`config.mk`:
```
export PLATFORM = sky130hd
export DESIGN_NAME = sha512_pad_top
export DESIGN_NICKNAME = d
export VERILOG_FILES = /design/src/verilog/sha512_pad_pkg.sv /design/src/verilog/msg_block_buffer.sv /design/src/verilog/pad_fsm.sv /design/src/verilog/sha512_pad_top.sv
export SDC_FILE = /design/constraint.sdc
export NUM_CORES = 2
export LEC_CHECK = 0
export ABC_AREA = 1
export BUFFER_PORTS_ARGS = -buffer_cell sky130_fd_sc_hd__buf_2
export CORE_AREA = 5 5 423 425
export CTS_CLUSTER_DIAMETER = 200
export DETAILED_ROUTE_END_ITERATION = 16
export DIE_AREA = 0 0 428 430
export SYNTH_ARGS = -nofsm -noshare
export SYNTH_HDL_FRONTEND = slang
export SYNTH_SLANG_ARGS = --single-unit
export TNS_END_PERCENT = 10
```
`constraint.sdc`:
```
create_clock -name clk -period 10.49 [get_ports clk]
set_input_delay 0 -clock clk [delete_from_list [all_inputs] [get_ports clk]]
set_output_delay 0 -clock clk [all_outputs]
set_load 0.005 [all_outputs]
```
`src/verilog/sha512_pad_pkg.sv`:
```
// Block geometry and shared types for the SHA-512 message padding front end
// Imported by the block buffer and the padding FSM
package sha512_pad_pkg;

  // ----------------------------------------------------------------------
  // Block geometry
  // ----------------------------------------------------------------------

  // Message words arrive 32 bits wide, most significant byte first
  localparam int word_w = 32;
  localparam int block_w = 1024;
  localparam int block_dwords = block_w / word_w;
  localparam int block_bytes = block_w / 8;

  // The bit length of the message sits in the low 128 bits of the final block
  localparam int len_field_bytes = 16;

  // Largest tail that still leaves room for the 0x80 byte and the length field
  localparam int pad_limit = block_bytes - len_field_bytes - 1;

  // ----------------------------------------------------------------------
  // Types
  // ----------------------------------------------------------------------

  // The block register is filled a dword at a time and padded a byte at a time
  // Entry 0 of either view is the most significant part of the block
  typedef union packed {
    logic [0:block_dwords-1][word_w-1:0] dwords;
    logic [0:block_bytes-1][7:0] bytes;
  } sha_block_u;

  // Padding sequencer states
  // pad0 holds a tail with its 0x80 byte, a zeros-and-length block follows
  // pad1 holds a full data block that ends the message, a pad block follows
  // flush holds the final block of the message
  typedef enum logic [2:0] {
    idle,
    block,
    pad0,
    pad1,
    flush
  } pad_state_e;

endpackage

```
`src/verilog/msg_block_buffer.sv`:
```
// Message block register for the SHA-512 padding front end
// Packs message words into a 1024-bit block and writes the padding patterns
// on command from pad_fsm
`timescale 1ns/1ps

module msg_block_buffer #(
  parameter int max_len_w = 32
) (
  input  logic                              clk,
  input  logic                              rst_b,
  input  logic [sha512_pad_pkg::word_w-1:0] msg_data,
  input  logic [max_len_w-1:0]              msg_len,
  input  logic                              word_accept,
  input  logic                              apply_pad,
  input  logic                              load_len_block,
  input  logic                              block_clear,
  output sha512_pad_pkg::sha_block_u        block,
  output logic                              block_full,
  output logic                              msg_done,
  output logic                              needs_extra,
  output logic                              tail_empty
);

  import sha512_pad_pkg::*;

  // One extra pointer bit marks a full block
  localparam int ptr_w = $clog2(block_dwords) + 1;
  localparam int tail_w = $clog2(block_bytes);
  // The byte count may run up to three bytes past the length
  localparam int cnt_w = max_len_w + 1;
  localparam int len_field_w = 8 * len_field_bytes;
  localparam int len_lsb = block_bytes - len_field_bytes;

  logic                   in_msg;
  logic                   first_word;
  logic [max_len_w-1:0]   len_q;
  logic [max_len_w-1:0]   len_use;
  logic [cnt_w-1:0]       byte_cnt;
  logic [cnt_w-1:0]       cnt_use;
  logic [cnt_w-1:0]       cnt_nxt;
  logic [ptr_w-1:0]       wptr;
  logic [tail_w-1:0]      tail_bytes;
  logic [len_field_w-1:0] len_bits;
  logic [block_w-1:0]     pad_mask;
  sha_block_u             block_wr;
  sha_block_u             block_nxt;

  // ----------------------------------------------------------------------
  // Length and byte accounting
  // ----------------------------------------------------------------------

  // A word taken outside a message opens a new one and carries its length
  assign first_word = word_accept & ~in_msg;

  // The first word is judged against the length at the port, later ones
  // and all padding commands against the latched length
  assign len_use = first_word ? msg_len : len_q;
  assign cnt_use = first_word ? '0 : byte_cnt;
  assign cnt_nxt = cnt_use + cnt_w'(word_w / 8);

  // High when the word at the input brings the byte count up to the length
  assign msg_done = cnt_nxt >= {1'b0, len_use};

  // Bytes of message data that land in the final data block
  assign tail_bytes = len_use[tail_w-1:0];
  assign needs_extra = tail_bytes > tail_w'(pad_limit);
  assign tail_empty = tail_bytes == '0;

  assign block_full = wptr[ptr_w-1];

  // SHA-512 appends the length in bits as a 128-bit big-endian number
  assign len_bits = len_field_w'(len_use) << 3;

  always_ff @(posedge clk or negedge rst_b) begin
    if (!rst_b) begin
      in_msg <= 1'b0;
      len_q <= '0;
      byte_cnt <= '0;
      wptr <= '0;
    end else begin
      if (word_accept) begin
        // The message stays open until its last word is taken
        in_msg <= ~msg_done;
        byte_cnt <= cnt_nxt;
      end
      if (first_word) begin
        len_q <= msg_len;
      end
      // A taken block restarts assembly at dword 0
      if (block_clear) begin
        wptr <= '0;
      end else if (word_accept) begin
        wptr <= wptr + 1'b1;
      end
    end
  end

  // ----------------------------------------------------------------------
  // Block assembly and padding
  // ----------------------------------------------------------------------

  always_comb begin
    block_wr = block;
    if (word_accept) begin
      block_wr.dwords[wptr[ptr_w-2:0]] = msg_data;
    end

    // Ones over the valid tail bytes, zeros over everything after them
    pad_mask = ~({block_w{1'b1}} >> (8 * tail_bytes));

    block_nxt = block_wr;
    if (load_len_block) begin
      // Extra block after a long tail holds only zeros and the length
      block_nxt = '0;
      block_nxt.bytes[len_lsb +: len_field_bytes] = len_bits;
    end else if (apply_pad) begin
      // The last word is written and padded in the same cycle
      block_nxt = block_wr & pad_mask;
      block_nxt.bytes[tail_bytes] = 8'h80;
      // A long tail leaves no room, the length goes into the extra block
      if (!needs_extra) begin
        block_nxt.bytes[len_lsb +: len_field_bytes] = len_bits;
      end
    end
  end

  always_ff @(posedge clk) begin
    block <= block_nxt;
  end

  // The FSM withholds words while a full block waits for the consumer
  assert property (@(posedge clk) disable iff (!rst_b) word_accept |-> !block_full)
    else $error("message word written into a full block");

  // The length block only replaces a block that is being taken
  assert property (@(posedge clk) disable iff (!rst_b) load_len_block |-> block_clear)
    else $error("length block loaded over a block that was not taken");

endmodule

```
`src/verilog/pad_fsm.sv`:
```
// Padding sequencer for the SHA-512 front end
// Steps a message through its data blocks and pad blocks, drives the block
// handshake and issues the buffer commands
`timescale 1ns/1ps

module pad_fsm #(
  parameter int max_len_w = 32
) (
  input  logic clk,
  input  logic rst_b,
  input  logic msg_valid,
  input  logic blk_ready,
  input  logic block_full,
  input  logic msg_done,
  input  logic needs_extra,
  input  logic tail_empty,
  output logic msg_ready,
  output logic blk_valid,
  output logic blk_first,
  output logic blk_last,
  output logic word_accept,
  output logic apply_pad,
  output logic load_len_block,
  output logic block_clear
);

  import sha512_pad_pkg::*;

  // Enough bits to count every block of the longest message
  localparam int cnt_w = max_len_w - $clog2(block_bytes) + 1;

  pad_state_e       state_q;
  pad_state_e       state_d;
  pad_state_e       tail_state;
  logic [cnt_w-1:0] blk_cnt;
  logic             take;
  logic             last_word;

  // ----------------------------------------------------------------------
  // Handshakes and buffer commands
  // ----------------------------------------------------------------------

  // Words flow only while no block waits for the consumer
  assign msg_ready = (state_q == idle) | ((state_q == block) & ~block_full);
  assign word_accept = msg_valid & msg_ready;
  assign last_word = word_accept & msg_done;

  assign blk_valid = ((state_q == block) & block_full) | (state_q == pad0) |
                     (state_q == pad1) | (state_q == flush);
  assign blk_last = state_q == flush;
  // First block of a message goes to the hash core as INIT
  assign blk_first = blk_valid & (blk_cnt == '0);
  assign take = blk_valid & blk_ready;
  assign block_clear = take;

  // A tail is padded together with its last word
  // A boundary message gets its pad block once the data block is taken
  assign apply_pad = (last_word & ~tail_empty) | ((state_q == pad1) & take);
  assign load_len_block = (state_q == pad0) & take;

  // Where the message goes after its last word
  assign tail_state = tail_empty ? pad1 : (needs_extra ? pad0 : flush);

  // ----------------------------------------------------------------------
  // State register and block count
  // ----------------------------------------------------------------------

  always_comb begin
    state_d = state_q;
    unique case (state_q)
      idle: begin
        if (word_accept) begin
          state_d = msg_done ? tail_state : block;
        end
      end
      block: begin
        if (last_word) begin
          state_d = tail_state;
        end
      end
      pad0, pad1: begin
        if (take) begin
          state_d = flush;
        end
      end
      flush: begin
        if (take) begin
          state_d = idle;
        end
      end
      default: begin
        state_d = idle;
      end
    endcase
  end

  always_ff @(posedge clk or negedge rst_b) begin
    if (!rst_b) begin
      state_q <= idle;
      blk_cnt <= '0;
    end else begin
      state_q <= state_d;
      // Counts blocks of the current message, restarts after the final one
      if (take) begin
        blk_cnt <= blk_last ? '0 : blk_cnt + 1'b1;
      end
    end
  end

  // A waiting block keeps its valid and flags until the consumer takes it
  assert property (@(posedge clk) disable iff (!rst_b)
    blk_valid && !blk_ready |=> blk_valid && $stable(blk_first) && $stable(blk_last))
    else $error("block output dropped or changed before it was taken");

endmodule

```
`src/verilog/sha512_pad_top.sv`:
```
// Top level of the SHA-512 message padding front end
// Takes 32-bit big-endian message words and hands out padded 1024-bit blocks
// flagged first and last for a hash core
`timescale 1ns/1ps

module sha512_pad_top #(
  parameter int max_len_w = 32
) (
  input  logic                               clk,
  input  logic                               rst_b,
  // Message word stream, length sampled with the first word
  input  logic                               msg_valid,
  output logic                               msg_ready,
  input  logic [sha512_pad_pkg::word_w-1:0]  msg_data,
  input  logic [max_len_w-1:0]               msg_len,
  // Padded block stream
  output logic                               blk_valid,
  input  logic                               blk_ready,
  output logic [sha512_pad_pkg::block_w-1:0] blk_data,
  output logic                               blk_first,
  output logic                               blk_last
);

  // Commands from the sequencer to the buffer
  logic word_accept;
  logic apply_pad;
  logic load_len_block;
  logic block_clear;

  // Status from the buffer to the sequencer
  logic block_full;
  logic msg_done;
  logic needs_extra;
  logic tail_empty;

  // The block register drives the output data directly
  msg_block_buffer #(
    .max_len_w(max_len_w)
  ) msg_block_buffer_inst (
    .clk           (clk),
    .rst_b         (rst_b),
    .msg_data      (msg_data),
    .msg_len       (msg_len),
    .word_accept   (word_accept),
    .apply_pad     (apply_pad),
    .load_len_block(load_len_block),
    .block_clear   (block_clear),
    .block         (blk_data),
    .block_full    (block_full),
    .msg_done      (msg_done),
    .needs_extra   (needs_extra),
    .tail_empty    (tail_empty)
  );

  pad_fsm #(
    .max_len_w(max_len_w)
  ) pad_fsm_inst (
    .clk           (clk),
    .rst_b         (rst_b),
    .msg_valid     (msg_valid),
    .blk_ready     (blk_ready),
    .block_full    (block_full),
    .msg_done      (msg_done),
    .needs_extra   (needs_extra),
    .tail_empty    (tail_empty),
    .msg_ready     (msg_ready),
    .blk_valid     (blk_valid),
    .blk_first     (blk_first),
    .blk_last      (blk_last),
    .word_accept   (word_accept),
    .apply_pad     (apply_pad),
    .load_len_block(load_len_block),
    .block_clear   (block_clear)
  );

endmodule

```
==> results.sh <==
export IMPL_route_detailed_wl_per_inst_um=28.1
export IMPL_grt_ovfl_total=0
export IMPL_gp_congestion=0.914
export IMPL_finClkSkew_ns=0.0361
export IMPL_crit_top_cell="nand2_1"
export IMPL_crit_family="simple AND/OR/NAND/NOR gates"
export IMPL_pwr_density_cell_nw_per_um2=310
export IMPL_path_class="reg2reg"
export IMPL_synthSimpleGateAreaFrac=0.269
export IMPL_fp_dieW_um=428
export IMPL_start_util=0.293
export IMPL_async_reset_ff_frac=0.0898
export IMPL_switchingPower_mw=7.90
export IMPL_relSlewSlack=0.0836
export IMPL_critPathRequiredTime_ns=11.21
export IMPL_synthFlopType="dfxtp_1"
export IMPL_postCtsSetupBuffers=0
export IMPL_cp_num_buf_inv=3
export IMPL_start_kind="register"
export IMPL_fmax_mhz=140
export IMPL_setup_tns_final_ns=0
export IMPL_tritoncts="built"
export IMPL_via_per_inst=5.31
export IMPL_yosysMostFrequentCell="nand2_1"
export IMPL_core_area_um2=175000
export IMPL_cap_violations=0
export IMPL_combinationalPowerShare=0.404
export IMPL_num_rows=154
export IMPL_dieArea_um2=184000
export IMPL_routed_wl_um=282000
export IMPL_numClockSinks=1125
export IMPL_synth_xor_area_share=0.00308
export IMPL_drt_initial_drc_count=6058
export IMPL_synth_compound_area_frac=0.193
export IMPL_drive_gt1_frac=0.203
export IMPL_htreeDepth=4
export IMPL_peakVddDrop_mv=0.176
export IMPL_cpMaxStageDelayCell="buf_4"
export IMPL_syn_nets=6822
export IMPL_hpwl_um=196000
export IMPL_area_growth_pct=25.0
export IMPL_track_usage=0.291
export IMPL_grt_max_degree=185
export IMPL_cts_buffers=135
export IMPL_antenna_left=0
export IMPL_grt_pass1_wl_um=388000
export IMPL_p_sw_frac=0.398
export IMPL_rsz0062_at_grt="no"
export IMPL_antenna_found_initial=29
export IMPL_worst_hold_slack_ns=0.0811
export IMPL_yosys_warnings=0
export IMPL_synth_top_area_frac=0.398
export IMPL_synthTopCellsByCount="1648 x nand2_1, 1019 x dfxtp_1, 632 x o21a_1"
export IMPL_cts_buffer_depth=3
export IMPL_end_kind="register"
export IMPL_ys_types=53
export IMPL_syn_avg_cell_area_um2=7.62
export IMPL_critPathArrivalTime_ns=7.85
export IMPL_synth_edf_count=5
export IMPL_synth_seq_area_share=0.451
export IMPL_synth_seq_cells=1125
export IMPL_hold_viol_final=0
export IMPL_worst_pin_slew_ns=1.37
export IMPL_clkLatencyLatePin_ns=0.82
export IMPL_synth_area_leader_cell="dfxtp_1"
export IMPL_synthCells=6716
export IMPL_synth_adder_area_share=0.00929
export IMPL_synth_mux_area_frac=0.00711
export IMPL_power_frac_seq=0.347
export IMPL_dr_pass1_iters=6
export IMPL_drv_slew=0
export IMPL_vias=53400
export IMPL_fillers=18400
export IMPL_grt_pass1_vias=49200
export IMPL_hold_path_class="in2reg"
export IMPL_cts_root_buf="clkbuf_16"
export IMPL_power_internal_mw=11.9
export IMPL_setup_violations=0
export IMPL_fin_cells=10100
export IMPL_run_status="finished, final reports clean"
export IMPL_synth_top_family_by_area="simple AND/OR/NAND/NOR gates"
export IMPL_final_period_utilization=0.679
export IMPL_num_nets_final=7705
export IMPL_crit_fanout=67
export IMPL_drc_errors=0
export IMPL_critPathMaxStageDelay_ns=0.83
export IMPL_ys_top_cells_by_area="dfxtp_1 40%, nand2_1 12%, o21a_1 9.3%, and3_1 7.5%, dfrtp_1 4.9%"
export IMPL_port_buffers=1095
export IMPL_min_period_ns=7.12
export IMPL_die_height_um=430
export IMPL_num_io_pins=1096
export IMPL_p_clk_frac=0.250
export IMPL_syn_area_um2=51200
export IMPL_placed_cells=9731
export IMPL_path_clk_slew_ns=0.06
export IMPL_p_leak_nw=29.8
## cells in the final DEF (no fill, tap or decap), drive strengths merged, types with 245 or more instances in the layout
master and instances:
a21oi 245, and3 610, buf 1200, dfxtp 1019, inv 369, nand2 1654
nand3 287, nor2 437, o21a 632, o21ai 342
## per-stage QoR
step | instance area [um^2] | setup WS [ns] | utilization | power (mW)
3_3_place_gp | 58600 | 3.58 | 0.335 | 14.7
4_1_cts | 64000 | 3.53 | 0.366 | 19.9
5_1_grt | 64000 | 2.93 | 0.366 | 20.8
6_report | 64000 | 3.37 | 0.366 | 19.8
2_1_floorplan | 51200 | 6.16 | - | 10.7
3_5_place_dp | 58600 | 3.58 | 0.335 | 14.9
## repair_timing
item,in CTS,in global routing
gates resized for setup,0,0
hold buffers,71,0
endpoints found under the hold margin,298,0
## routing by layer
layer	part of all wire	global-route usage	up-vias
li1	-	-	24200
met1	0.39	0.355	25700
met2	0.45	0.460	2742
met3	0.082	0.0698	700
met4	0.075	0.183	8
met5	0.00017	0	-
## tightest hold or removal path, stage by stage
cell,delay [ns]
dlygate4sd3_1,0.52
buf_2,0.15
mux2i_1,0.08
nor2_1,0.10
## area by class of cell
type                            count  area [um^2]  share of cell area
Multi-Input combinational cell   4695        24900               0.390
Clock inverter                     45          696              0.0109
Inverter                          372         1410              0.0221
Clock buffer                      199         3910              0.0611
Tap cell                         2340         2930              0.0458
Antenna cell                        6         15.0            0.000235
Sequential cell                  1125        23100               0.361
Timing Repair Buffer             1270         7000               0.109
## sequential cells by signal, summed over array words and instances, names as in the netlist
| name | count |
|---|---|
| msg_block_buffer_inst.in_msg | 1 |
| pad_fsm_inst.blk_cnt | 26 |
| msg_block_buffer_inst.block | 1024 |
| msg_block_buffer_inst.len_q | 32 |
| msg_block_buffer_inst.wptr | 6 |
| msg_block_buffer_inst.byte_cnt | 33 |
| pad_fsm_inst.state_q | 3 |
## power groups by stage
stage          sequential, mW  combinational (mW)  clock (mW)
2_1_floorplan            6.85                3.87           0
3_3_place_gp             6.86                7.87           0
3_5_place_dp             6.90                7.95           0
4_1_cts                  6.84                8.00        5.03
5_1_grt                  7.01                8.63        5.19
6_report                 6.88                8.01        4.96
## logic make-up (layout without fill, tap and decap cells)
kind of cell | after synthesis | count (layout)
AO/OA/AOI/OAI | 1517 | 1517
XOR/XNOR | 18 | 18
adder cells (fa/ha/maj) | 38 | 38
buffers and inverters | 896 | 1886
flip-flops | 1125 | 1125
multiplexers | 36 | 36
other | 0 | 6
AND/OR/NAND/NOR | 3086 | 3086
## worst paths after layout
check	to	slack [ns]	depth (start not counted)	start
worst max-delay path	msg_block_buffer_inst.block[20]$_DFF_P_	3.37	31	pad_fsm_inst.state_q[0]$_DFFE_PN0P_
worst min-delay path	msg_block_buffer_inst.block[134]$_SDFF_PP0_	0.08	4	msg_data[6]
worst max register to register	msg_block_buffer_inst.block[20]$_DFF_P_	3.37	31	pad_fsm_inst.state_q[0]$_DFFE_PN0P_
worst min register to register	pad_fsm_inst.blk_cnt[25]$_DFFE_PN0P_	0.48	1	pad_fsm_inst.blk_cnt[25]$_DFFE_PN0P_
max in group asynchronous	msg_block_buffer_inst.len_q[16]$_DFF_PN0_	9.61	4	rst_b
min in group asynchronous	pad_fsm_inst.blk_cnt[25]$_DFFE_PN0P_	0.31	4	rst_b
Note: power is estimated with default switching activity, not from simulation.
